==> src/logic/dsp_pkg.sv <==
`default_nettype none

package dsp_pkg;

    // Symbol and upsampled sample width, signed
    localparam int SYM_W = 4;

    // Signed filter coefficient
    localparam int COEFF_W = 8;

    // Taps per filter and the local coefficient address
    localparam int NUM_TAPS = 16;
    localparam int TAP_ADDR_W = 4;

    // Filter accumulator, wide enough for sixteen full-scale products
    localparam int ACC_W = 16;

    // DAC word is the top of the accumulator, low bits dropped
    localparam int DAC_W = 10;

    // Global coefficient address space
    localparam int CFG_ADDR_W = 10;
    localparam int I_COEFF_BASE = 128;
    localparam int Q_COEFF_BASE = 256;

    // Upsampling rate input
    localparam int RATE_W = 4;

    // Product stage plus sum stage
    localparam int FIR_LATENCY = 2;

    // Delay line flush plus pipeline plus margin before DAC goes live
    localparam int WARMUP_CYCLES = NUM_TAPS + FIR_LATENCY + 2;
    localparam int WARM_CNT_W = $clog2(WARMUP_CYCLES + 1);

endpackage

`default_nettype wire

==> src/logic/coeff_bus_decode.sv <==
`timescale 1ns/1ps
`default_nettype none

module coeff_bus_decode import dsp_pkg::*; (
    input  wire logic                         clk,
    input  wire logic                         rst_n_sync_wire,
    input  wire logic                         cfg_valid_i,
    input  wire logic                         cfg_write_i,
    input  wire logic        [CFG_ADDR_W-1:0] cfg_addr_i,
    input  wire logic signed [COEFF_W-1:0]    cfg_wdata_i,
    output logic                              coeff_we_i_o,
    output logic                              coeff_we_q_o,
    output logic             [TAP_ADDR_W-1:0] coeff_addr_i_o,
    output logic             [TAP_ADDR_W-1:0] coeff_addr_q_o,
    output logic signed      [COEFF_W-1:0]    coeff_wdata_o,
    input  wire logic signed [COEFF_W-1:0]    rdata_i_i,
    input  wire logic signed [COEFF_W-1:0]    rdata_q_i,
    output logic signed      [COEFF_W-1:0]    cfg_rdata_o,
    output logic                              cfg_rvalid_o
);

    logic                  in_i_win;
    logic                  in_q_win;
    logic                  rd_req;
    logic [CFG_ADDR_W-1:0] off_i;
    logic [CFG_ADDR_W-1:0] off_q;

    // Window hits
    assign in_i_win = (cfg_addr_i >= CFG_ADDR_W'(I_COEFF_BASE)) &&
                      (cfg_addr_i <  CFG_ADDR_W'(I_COEFF_BASE + NUM_TAPS));
    assign in_q_win = (cfg_addr_i >= CFG_ADDR_W'(Q_COEFF_BASE)) &&
                      (cfg_addr_i <  CFG_ADDR_W'(Q_COEFF_BASE + NUM_TAPS));

    // Local tap index inside each window
    assign off_i          = cfg_addr_i - CFG_ADDR_W'(I_COEFF_BASE);
    assign off_q          = cfg_addr_i - CFG_ADDR_W'(Q_COEFF_BASE);
    assign coeff_addr_i_o = off_i[TAP_ADDR_W-1:0];
    assign coeff_addr_q_o = off_q[TAP_ADDR_W-1:0];

    // Writes outside both windows fall away here
    assign coeff_we_i_o  = cfg_valid_i && cfg_write_i && in_i_win;
    assign coeff_we_q_o  = cfg_valid_i && cfg_write_i && in_q_win;
    assign coeff_wdata_o = cfg_wdata_i;

    assign rd_req = cfg_valid_i && !cfg_write_i;

    always_ff @(posedge clk or negedge rst_n_sync_wire) begin
        if (!rst_n_sync_wire) begin
            cfg_rvalid_o <= 1'b0;
        end else begin
            cfg_rvalid_o <= rd_req;
        end
    end

    // Unmapped reads return zero
    always_ff @(posedge clk) begin
        if (rd_req) begin
            cfg_rdata_o <= in_i_win ? rdata_i_i : (in_q_win ? rdata_q_i : '0);
        end
    end

endmodule

`default_nettype wire

==> src/logic/dsp_top.sv <==
`timescale 1ns/1ps
`default_nettype none

module dsp_top import dsp_pkg::*; (
    input  wire logic                         clk,
    input  wire logic                         rst_n,
    input  wire logic                         sym_valid_i,
    output logic                              sym_ready_o,
    input  wire logic signed [SYM_W-1:0]      sym_i_i,
    input  wire logic signed [SYM_W-1:0]      sym_q_i,
    input  wire logic        [RATE_W-1:0]     sample_rate_i,
    input  wire logic                         cfg_valid_i,
    input  wire logic                         cfg_write_i,
    input  wire logic        [CFG_ADDR_W-1:0] cfg_addr_i,
    input  wire logic signed [COEFF_W-1:0]    cfg_wdata_i,
    output logic signed      [COEFF_W-1:0]    cfg_rdata_o,
    output logic                              cfg_rvalid_o,
    output logic signed      [DAC_W-1:0]      dac_i_o,
    output logic signed      [DAC_W-1:0]      dac_q_o,
    output logic                              dac_valid_o
);

    logic                         rst_n_sync_wire;
    logic signed [SYM_W-1:0]      smp_i;
    logic signed [SYM_W-1:0]      smp_q;
    logic                         coeff_we_i;
    logic                         coeff_we_q;
    logic        [TAP_ADDR_W-1:0] coeff_addr_i;
    logic        [TAP_ADDR_W-1:0] coeff_addr_q;
    logic signed [COEFF_W-1:0]    coeff_wdata;
    logic signed [COEFF_W-1:0]    rdata_i;
    logic signed [COEFF_W-1:0]    rdata_q;
    logic signed [ACC_W-1:0]      fir_i;
    logic signed [ACC_W-1:0]      fir_q;

    reset_sync u_reset_sync (
        .clk          (clk),
        .rst_n_i      (rst_n),
        .rst_n_sync_o (rst_n_sync_wire)
    );

    symbol_upsampler u_upsampler (
        .clk             (clk),
        .rst_n_sync_wire (rst_n_sync_wire),
        .sym_valid_i     (sym_valid_i),
        .sym_ready_o     (sym_ready_o),
        .sym_i_i         (sym_i_i),
        .sym_q_i         (sym_q_i),
        .sample_rate_i   (sample_rate_i),
        .smp_i_o         (smp_i),
        .smp_q_o         (smp_q)
    );

    coeff_bus_decode u_coeff_dec (
        .clk             (clk),
        .rst_n_sync_wire (rst_n_sync_wire),
        .cfg_valid_i     (cfg_valid_i),
        .cfg_write_i     (cfg_write_i),
        .cfg_addr_i      (cfg_addr_i),
        .cfg_wdata_i     (cfg_wdata_i),
        .coeff_we_i_o    (coeff_we_i),
        .coeff_we_q_o    (coeff_we_q),
        .coeff_addr_i_o  (coeff_addr_i),
        .coeff_addr_q_o  (coeff_addr_q),
        .coeff_wdata_o   (coeff_wdata),
        .rdata_i_i       (rdata_i),
        .rdata_q_i       (rdata_q),
        .cfg_rdata_o     (cfg_rdata_o),
        .cfg_rvalid_o    (cfg_rvalid_o)
    );

    // In-phase filter
    fir_filter u_fir_i (
        .clk             (clk),
        .rst_n_sync_wire (rst_n_sync_wire),
        .smp_i           (smp_i),
        .coeff_we_i      (coeff_we_i),
        .coeff_addr_i    (coeff_addr_i),
        .coeff_wdata_i   (coeff_wdata),
        .coeff_rdata_o   (rdata_i),
        .fir_out_o       (fir_i)
    );

    // Quadrature filter
    fir_filter u_fir_q (
        .clk             (clk),
        .rst_n_sync_wire (rst_n_sync_wire),
        .smp_i           (smp_q),
        .coeff_we_i      (coeff_we_q),
        .coeff_addr_i    (coeff_addr_q),
        .coeff_wdata_i   (coeff_wdata),
        .coeff_rdata_o   (rdata_q),
        .fir_out_o       (fir_q)
    );

    iq_output_stage u_out_stage (
        .clk             (clk),
        .rst_n_sync_wire (rst_n_sync_wire),
        .fir_i_i         (fir_i),
        .fir_q_i         (fir_q),
        .dac_i_o         (dac_i_o),
        .dac_q_o         (dac_q_o),
        .dac_valid_o     (dac_valid_o)
    );

endmodule

`default_nettype wire

==> src/logic/fir_filter.sv <==
`timescale 1ns/1ps
`default_nettype none

module fir_filter import dsp_pkg::*; (
    input  wire logic                         clk,
    input  wire logic                         rst_n_sync_wire,
    input  wire logic signed [SYM_W-1:0]      smp_i,
    input  wire logic                         coeff_we_i,
    input  wire logic        [TAP_ADDR_W-1:0] coeff_addr_i,
    input  wire logic signed [COEFF_W-1:0]    coeff_wdata_i,
    output logic signed      [COEFF_W-1:0]    coeff_rdata_o,
    output logic signed      [ACC_W-1:0]      fir_out_o
);

    logic signed [SYM_W-1:0]         taps    [NUM_TAPS];
    logic signed [SYM_W-1:0]         dly_q   [NUM_TAPS-1];
    logic signed [SYM_W+COEFF_W-1:0] prod_q  [NUM_TAPS];
    logic signed [COEFF_W-1:0]       coeff_q [NUM_TAPS];
    logic signed [ACC_W-1:0]         sum_c;
    logic signed [ACC_W-1:0]         acc_q;

    // Tap 0 is the incoming sample, the rest come from the delay line
    always_comb begin
        taps[0] = smp_i;
        for (int k = 1; k < NUM_TAPS; k++) begin
            taps[k] = dly_q[k-1];
        end
    end

    always_ff @(posedge clk) begin
        dly_q[0] <= smp_i;
        for (int k = 1; k < NUM_TAPS - 1; k++) begin
            dly_q[k] <= dly_q[k-1];
        end
    end

    // Stage 1: one registered product per tap
    always_ff @(posedge clk) begin
        for (int k = 0; k < NUM_TAPS; k++) begin
            prod_q[k] <= taps[k] * coeff_q[k];
        end
    end

    // Stage 2: signed sum of the products
    always_comb begin
        sum_c = '0;
        for (int k = 0; k < NUM_TAPS; k++) begin
            sum_c = sum_c + ACC_W'(prod_q[k]);
        end
    end

    always_ff @(posedge clk) begin
        acc_q <= sum_c;
    end

    assign fir_out_o = acc_q;

    // Coefficient register file, cleared by reset
    always_ff @(posedge clk or negedge rst_n_sync_wire) begin
        if (!rst_n_sync_wire) begin
            for (int k = 0; k < NUM_TAPS; k++) begin
                coeff_q[k] <= '0;
            end
        end else if (coeff_we_i) begin
            coeff_q[coeff_addr_i] <= coeff_wdata_i;
        end
    end

    // Read back straight from the local address
    assign coeff_rdata_o = coeff_q[coeff_addr_i];

    a_we_addr_known: assert property (@(posedge clk) disable iff (!rst_n_sync_wire)
        coeff_we_i |-> !$isunknown(coeff_addr_i));

endmodule

`default_nettype wire

==> src/logic/iq_output_stage.sv <==
`timescale 1ns/1ps
`default_nettype none

module iq_output_stage import dsp_pkg::*; (
    input  wire logic                    clk,
    input  wire logic                    rst_n_sync_wire,
    input  wire logic signed [ACC_W-1:0] fir_i_i,
    input  wire logic signed [ACC_W-1:0] fir_q_i,
    output logic signed      [DAC_W-1:0] dac_i_o,
    output logic signed      [DAC_W-1:0] dac_q_o,
    output logic                         dac_valid_o
);

    logic [WARM_CNT_W-1:0] warm_cnt_q;
    logic                  live;

    assign live = (warm_cnt_q == WARM_CNT_W'(WARMUP_CYCLES));

    // Saturating count of cycles since reset release
    always_ff @(posedge clk or negedge rst_n_sync_wire) begin
        if (!rst_n_sync_wire) begin
            warm_cnt_q <= '0;
        end else if (!live) begin
            warm_cnt_q <= warm_cnt_q + 1'b1;
        end
    end

    // Truncate to the top bits, zero while the filters flush
    always_ff @(posedge clk or negedge rst_n_sync_wire) begin
        if (!rst_n_sync_wire) begin
            dac_i_o     <= '0;
            dac_q_o     <= '0;
            dac_valid_o <= 1'b0;
        end else begin
            dac_valid_o <= live;
            dac_i_o     <= live ? fir_i_i[ACC_W-1 -: DAC_W] : '0;
            dac_q_o     <= live ? fir_q_i[ACC_W-1 -: DAC_W] : '0;
        end
    end

endmodule

`default_nettype wire

==> src/logic/reset_sync.sv <==
`timescale 1ns/1ps
`default_nettype none

module reset_sync (
    input  wire logic clk,
    input  wire logic rst_n_i,
    output logic      rst_n_sync_o
);

    logic meta_q;

    // Assert at once, release two edges later
    always_ff @(posedge clk or negedge rst_n_i) begin
        if (!rst_n_i) begin
            meta_q       <= 1'b0;
            rst_n_sync_o <= 1'b0;
        end else begin
            meta_q       <= 1'b1;
            rst_n_sync_o <= meta_q;
        end
    end

endmodule

`default_nettype wire

==> src/logic/symbol_upsampler.sv <==
`timescale 1ns/1ps
`default_nettype none

module symbol_upsampler import dsp_pkg::*; (
    input  wire logic                     clk,
    input  wire logic                     rst_n_sync_wire,
    input  wire logic                     sym_valid_i,
    output logic                          sym_ready_o,
    input  wire logic signed [SYM_W-1:0]  sym_i_i,
    input  wire logic signed [SYM_W-1:0]  sym_q_i,
    input  wire logic        [RATE_W-1:0] sample_rate_i,
    output logic signed      [SYM_W-1:0]  smp_i_o,
    output logic signed      [SYM_W-1:0]  smp_q_o
);

    logic [RATE_W-1:0] rate_q;
    logic [RATE_W-1:0] phase_q;
    logic              busy_q;
    logic              last_phase;
    logic              sym_fire;
    logic [RATE_W-1:0] rate_in;

    assign last_phase  = busy_q && (phase_q == rate_q - 1'b1);
    assign sym_ready_o = !busy_q || last_phase;
    assign sym_fire    = sym_valid_i && sym_ready_o;

    // Rate 0 behaves as rate 1
    assign rate_in = (sample_rate_i == '0) ? RATE_W'(1) : sample_rate_i;

    always_ff @(posedge clk or negedge rst_n_sync_wire) begin
        if (!rst_n_sync_wire) begin
            rate_q  <= RATE_W'(1);
            phase_q <= '0;
            busy_q  <= 1'b0;
            smp_i_o <= '0;
            smp_q_o <= '0;
        end else if (sym_fire) begin
            // New period starts with the symbol itself
            rate_q  <= rate_in;
            phase_q <= '0;
            busy_q  <= 1'b1;
            smp_i_o <= sym_i_i;
            smp_q_o <= sym_q_i;
        end else begin
            smp_i_o <= '0;
            smp_q_o <= '0;
            if (last_phase) begin
                // Underrun, idle on zeros until the next symbol
                busy_q  <= 1'b0;
                phase_q <= '0;
            end else if (busy_q) begin
                phase_q <= phase_q + 1'b1;
            end
        end
    end

    a_phase_in_range: assert property (@(posedge clk) disable iff (!rst_n_sync_wire)
        phase_q < rate_q);

endmodule

`default_nettype wire

==> config.mk <==
export PLATFORM = sky130hd
export DESIGN_NAME = dsp_top
export DESIGN_NICKNAME = d
export VERILOG_FILES = /design/src/logic/dsp_pkg.sv /design/src/logic/coeff_bus_decode.sv /design/src/logic/dsp_top.sv /design/src/logic/fir_filter.sv /design/src/logic/iq_output_stage.sv /design/src/logic/reset_sync.sv /design/src/logic/symbol_upsampler.sv
export SDC_FILE = /design/constraint.sdc
export NUM_CORES = 2
export LEC_CHECK = 0
export BUFFER_PORTS_ARGS = -buffer_cell sky130_fd_sc_hd__clkbuf_2
export CORE_UTILIZATION = 60
export DETAILED_ROUTE_END_ITERATION = 6
export PLACE_DENSITY = 0.76
export SYNTH_ARGS = -nofsm -noshare
export SYNTH_HDL_FRONTEND = slang
export SYNTH_SLANG_ARGS = --single-unit
export TNS_END_PERCENT = 1
==> constraint.sdc <==
create_clock -name clk -period 20.8 [get_ports clk]
set_clock_uncertainty 0.15 [all_clocks]
set_input_delay 4.16 -clock clk [delete_from_list [all_inputs] [get_ports clk]]
set_output_delay 4.16 -clock clk [all_outputs]
set_load 0.05 [all_outputs]
# --- Yosys cells after proc, flatten, opt, wreduce, memory -nomap -nowiden ---
# Memories as Yosys holds them, arrays and structs flattened.
# Index checks and enable logic that the tools add are counted.
op_classes:
  magnitude_cmp: 8
  n_addsub: 35
  n_mul: 32
  bitwise_logic: 2
  n_reduce_logical: 16
  mux: 24
  eq_ne: 2
ops:
  columns: ["operator", "n"]
  rows:
  - ["16-bit by 12-bit adder with 16-bit output", 26]
  - ["4-bit by 8-bit multiplier with 12-bit output", 32]
  - ["128-bit bitwise mux", 2]
  - ["8-bit binary-select mux with 4-bit select", 2]
  - ["8-bit demux with 4-bit select", 2]
  - ["8-bit 2-to-1 mux", 8]
  - ["13-bit by 12-bit adder with 14-bit output", 2]
  - ["12-bit by 12-bit adder with 13-bit output", 2]
  - ["4-bit 2-to-1 mux", 6]
  - ["10-bit 2-to-1 mux", 2]
  - ["4-bit by 1-bit subtractor with 4-bit output (second input constant)", 3]
  - ["10-bit by 8-bit greater-or-equal comparator with 1-bit output (second input constant)", 1]
  - ["10-bit by 9-bit greater-or-equal comparator with 1-bit output (second input constant)", 1]
  - ["5-bit greater-or-equal comparator (second input constant)", 2]
  - ["1-bit logical AND", 10]
  - ["10-bit by 8-bit < comparator with 1-bit output (second input constant)", 1]
  - ["10-bit by 9-bit < comparator with 1-bit output (second input constant)", 1]
  - ["5-bit by 1-bit < comparator with 1-bit output (second input constant)", 2]
  - ["4-bit NOT with 5-bit output", 2]
  - ["5-bit by 1-bit adder with 5-bit output (second input constant)", 1]
  - ["5-bit equality test (second input constant)", 1]
  - ["4-bit by 1-bit adder with 4-bit output (second input constant)", 1]
  - ["4-bit equality test", 1]
  - ["4-bit logical NOT", 1]
  - ["other kinds (5)", 7]
word_totals:
  out_inout_bits: 31
  word_cells: 170
  inputBits: 35
  ff_bits: 342
  ramBits: 504
  n_memories: 4
memory_table:
  columns: ["name", "depth", "width", "rd", "rd_ports_with_merged_regs", "wr", "line_no", "rtl"]
  rows:
  - ["u_fir_i.prod_q", 16, 12, 16, 0, 16, "fir_filter.sv:17", "logic signed [SYM_W+COEFF_W-1:0] prod_q [NUM_TAPS];"]
  - ["u_fir_q.prod_q", 16, 12, 16, 0, 16, "fir_filter.sv:17", null]
  - ["u_fir_i.dly_q", 15, 4, 15, 0, 15, "fir_filter.sv:16", "logic signed [SYM_W-1:0] dly_q [NUM_TAPS-1];"]
  - ["u_fir_q.dly_q", 15, 4, 15, 0, 15, "fir_filter.sv:16", null]

# --- Longest topological paths before layout ---
logic_depth:
  word_depth: 15
  ltp_mapped: 31
  ltp_nobuf: 31

# --- Hierarchy ---
# Synthesis repeated with hierarchy kept, for this count alone.
hier_totals:
  hier_cells: 6459
  area_unflattened_um2: 69097.5
modules_own_cells:
  columns: ["mod", "seq_area_each_um2", "cells_per_inst", "area_per_inst_um2", "instances"]
  rows:
  - ["fir_filter at u_fir_i", 8568.2, 3151, 33344.5, 1]
  - ["fir_filter at u_fir_q", 8568.2, 3092, 33230.6, 1]
  - ["iq_output_stage", 650.6, 64, 922.1, 1]
  - ["symbol_upsampler", 426.7, 91, 912.1, 1]
  - ["coeff_bus_decode", 265.3, 58, 634.4, 1]
  - ["reset_sync", 50.0, 3, 53.8, 1]

# --- Worst setup path before layout ---
# No wires, ideal clock.
synth_path:
  kind: "reg-to-reg"
  start: "memory u_fir_i.prod_q[0][1] in the netlist's numbering"
  end: "register u_fir_i.acc_q[15], in the netlist u_fir_i.fir_out_o[15]"
  required_ns: 20.529
  period_less_slack_ns: 6.936
  stages_incl_launch_ff: 32
  slack_ns: 13.864
  setup_ns: 0.121
  t_arrival_ns: 6.666
  path_buffers: 0
  cell_sequence: "dfxtp_1 inv_1 fa_1 inv_1 ha_1 inv_1 fa_1 nor2b_1 o21ai_0 nand2b_1 a21o_1 a21o_1 a311oi_2 xnor2_1 fa_1 inv_1 fa_1 fa_1 fa_1 inv_1 fa_1 inv_1 fa_1 inv_1 ha_1 a21oi_1 a21boi_0 a41oi_2 a21oi_1 a21oi_1 o21bai_1 xnor2_1"
synth_rtl:
  columns: ["item", "line_no", "rtl"]
  rows:
  - ["start, declared", "fir_filter.sv:17", null]
  - ["end signal, assigned", "fir_filter.sv:53", "acc_q <= sum_c;"]
  - ["end, declared", "fir_filter.sv:20", "logic signed [ACC_W-1:0] acc_q;"]

==> flow_metrics.tcl <==
set metrics [dict create \
    rsz0062_at_grt "no" \
    firstDrtPassIters 7 \
    fin_hold_ws_ps 61.5 \
    synth_edf_count 8 \
    r2r_slack_ps 13360 \
    cts_hold_repair.buffers 0 \
    synth_ff_type "dfxtp_1" \
    hold_viol 0 \
    synth.avg_cell_area_sq_um 10.9 \
    die_height_um 337 \
    row_count 122 \
    seq_area_sq_um 18300 \
    yosysSeqAreaShare 0.272 \
    final_cells 7848 \
    netlist_area_sq_um 67300 \
    drc 0 \
    grt_pass1_vias 45200 \
    final_common_cell "inv_1" \
    cts_repair_resize_count 0 \
    power.total_w 0.00768 \
    finalCritPeriodShare 0.358 \
    criticalPathCategory "reg -> reg" \
    fill_cells 8427 \
    maxCapViolations 0 \
    design.final.nets 7888 \
    multi_input_area_sq_um 44200 \
    crit_fanout 4 \
    dpl.hpwl_um 133000 \
    endpoint_kind "flip-flop" \
    ant_nets 0 \
    syn_to_final_growth_pct 7.61 \
    syn-num-nets 7803 \
    io_pins 66 \
    cts_tree "yes" \
    die_area_sq_um 114000 \
    dp_slack_ps 13380 \
    syn_inst 6187 \
    worstMarginPinSlew_ps 1300 \
    fin_crit_ps 7440 \
    ctsRootBufferMaster "clkbuf_16" \
    grt_overflow 0 \
    start_util 0.606 \
    port_buffers 65 \
    slew_headroom 0.134 \
    hold_path_class "reg -> async" \
    grt_usage 0.300 \
    cpPeakStageDelay_ps 520 \
    antenna_found_initial 11 \
    setup-violations-final 0 \
    totalWireLength_um 164000 \
    cts_buffer_depth 3 \
    h-tree-depth 3 \
    drive_gt1_frac 0.0965 \
    final.setup.tns_ps 0 \
    grt_max_degree 165 \
    fin_ws_ps 13360 \
    fmax_ghz 0.134 \
    clkSinkCount 834 \
    vias 42800 \
    status "finished clean" \
    ys_ff_latch 834 \
    dp.cells 7664 \
    layout_common_cells "inv_1 (1188), fa_1 (873), ha_1 (708), dfxtp_1 (524), nand2_1 (453)" \
    async_reset_ff_frac 0.362 \
    required_ps 21200 \
    clk_pin_slew_ps 60 \
    clk_latency_ps 690 \
    power.leakage_nw 38.3 \
    core_sq_um 111000 \
    cp_slowest_cell "fa_1" \
    viasPerCell 5.45 \
    die_w_um 337 \
    slew_violations 0 \
    gp_congestion 1.00 \
    powerDensity_nw_per_um2 106 \
    grt_pass1_wl_um 257000 \
    ir_drop_mv 0.119 \
    arrival_ps 7850 \
    path_common_cell "fa_1" \
    startpoint_type "flip-flop" \
    synth_warnings 0 \
    first_iter_violations 2664 \
    numCtsBuffers 94 \
    wl_per_cell_um 20.8 \
    synth.distinct_cells 58 \
    cts_setup_buffers 0 \
]
[where the power goes]
group	internal (W)	switching, W	total [W]
sequential	0.00190	0.000304	0.00220
clock	0.00102	0.000709	0.00173
combinational	0.00155	0.00219	0.00374
[path summary, 6_finish.rpt]
kind,startpoint,to,cells past startpoint
hold / removal,u_reset_sync.rst_n_sync_o,u_upsampler.phase_q[3],0
hold reg to reg,u_reset_sync.rst_n_sync_o,u_upsampler.phase_q[3],0
setup reg to reg,u_fir_i.prod_q[0][1],u_fir_i.fir_out_o[15],31
min in group clk,u_reset_sync.meta_q,u_reset_sync.rst_n_sync_o,0
setup / recovery,u_fir_i.prod_q[0][1],u_fir_i.fir_out_o[15],31
max in group asynchronous,rst_n,u_reset_sync.rst_n_sync_o,1
[synthesized netlist by cell type, types with 3 or more instances]
| cell | number | area share |
|---|---|---|
| mux2_2 | 242 | 0.040 |
| a21oi_1 | 152 | 0.011 |
| edfxtp_1 | 8 | 0.0036 |
| a21boi_0 | 31 | 0.0035 |
| clkbuf_1 | 54 | 0.0030 |
| nand2_2 | 24 | 0.0022 |
| buf_4 | 13 | 0.0015 |
| xor2_1 | 40 | 0.0052 |
| nand2b_1 | 234 | 0.022 |
| mux4_2 | 80 | 0.027 |
| buf_2 | 16 | 0.0012 |
| and3_1 | 17 | 0.0016 |
| fa_1 | 873 | 0.26 |
| mux2_4 | 16 | 0.0036 |
| o21bai_1 | 42 | 0.0047 |
| nand2_1 | 453 | 0.025 |
| nand3_1 | 7 | 0.00052 |
| dfxtp_1 | 524 | 0.16 |
| o21a_1 | 16 | 0.0018 |
| o21ai_0 | 137 | 0.010 |
| and2_1 | 386 | 0.036 |
| o22ai_1 | 8 | 0.00074 |
| nor2_1 | 118 | 0.0066 |
| nor2b_1 | 42 | 0.0039 |
| a21o_1 | 70 | 0.0078 |
| ha_1 | 708 | 0.13 |
| nor3_1 | 9 | 0.00067 |
| nor4_4 | 3 | 0.00095 |
| a41o_1 | 3 | 0.00045 |
| xnor2_1 | 340 | 0.044 |
| inv_1 | 1188 | 0.066 |
| dfrtp_1 | 301 | 0.11 |
[state kept, by name, indices dropped and copies added (netlist names), 60 cells and up]
name,cells
u_fir_i.coeff_q,128
u_fir_i.dly_q,60
u_fir_q.prod_q,192
u_fir_q.dly_q,60
u_fir_i.prod_q,192
u_fir_q.coeff_q,128
[critical path: cells and delay by family (launching register included)]
kind,cells,cell delay (ps)
adder cells (fa/ha/maj),10,4070
AO/OA/AOI/OAI,10,2000
buffers and inverters,7,360
flip-flops,1,310
XOR/XNOR,2,270
AND/OR/NAND/NOR,2,160
[kinds of logic after synthesis]
family	after synthesis	share of synthesized area
adders and majority gates	1581	0.391
and+or+nand+nor	1304	0.101
buffers and inverters	1273	0.0724
DFF	834	0.272
AOI/OAI and AO/OA	475	0.0431
xor gates and xnor gates	380	0.0495
muxes	339	0.0710
other	1	0.0000557
[layout make-up]
type	instances	area share
inverters	1188	0.0616
diodes	8	0.000276
multi-input cells	4080	0.610
clock buffers	130	0.0379
repair buffers	74	0.00567
well taps	1488	0.0257
clock inverters	46	0.00662
flip-flops and latches	834	0.253
[stage by stage]
step                instance area (sq um)  utilization
floorplan                           67300            -
global placement                    69200        0.623
detailed placement                  69200        0.623
global route                        72400        0.652
finish                              72400        0.653
CTS                                 72400        0.652
[metal layers]
metal	part of all wire	GRT usage	wire [um]	vias to the layer above
met5	0	0	0	-
met4	0.071	0.187	11600	0
met3	0.063	0.0570	10400	427
met2	0.48	0.492	77800	1289
met1	0.39	0.367	63800	21500
li1	-	-	-	19500
No activity file was read; power rests on OpenSTA's default activity.
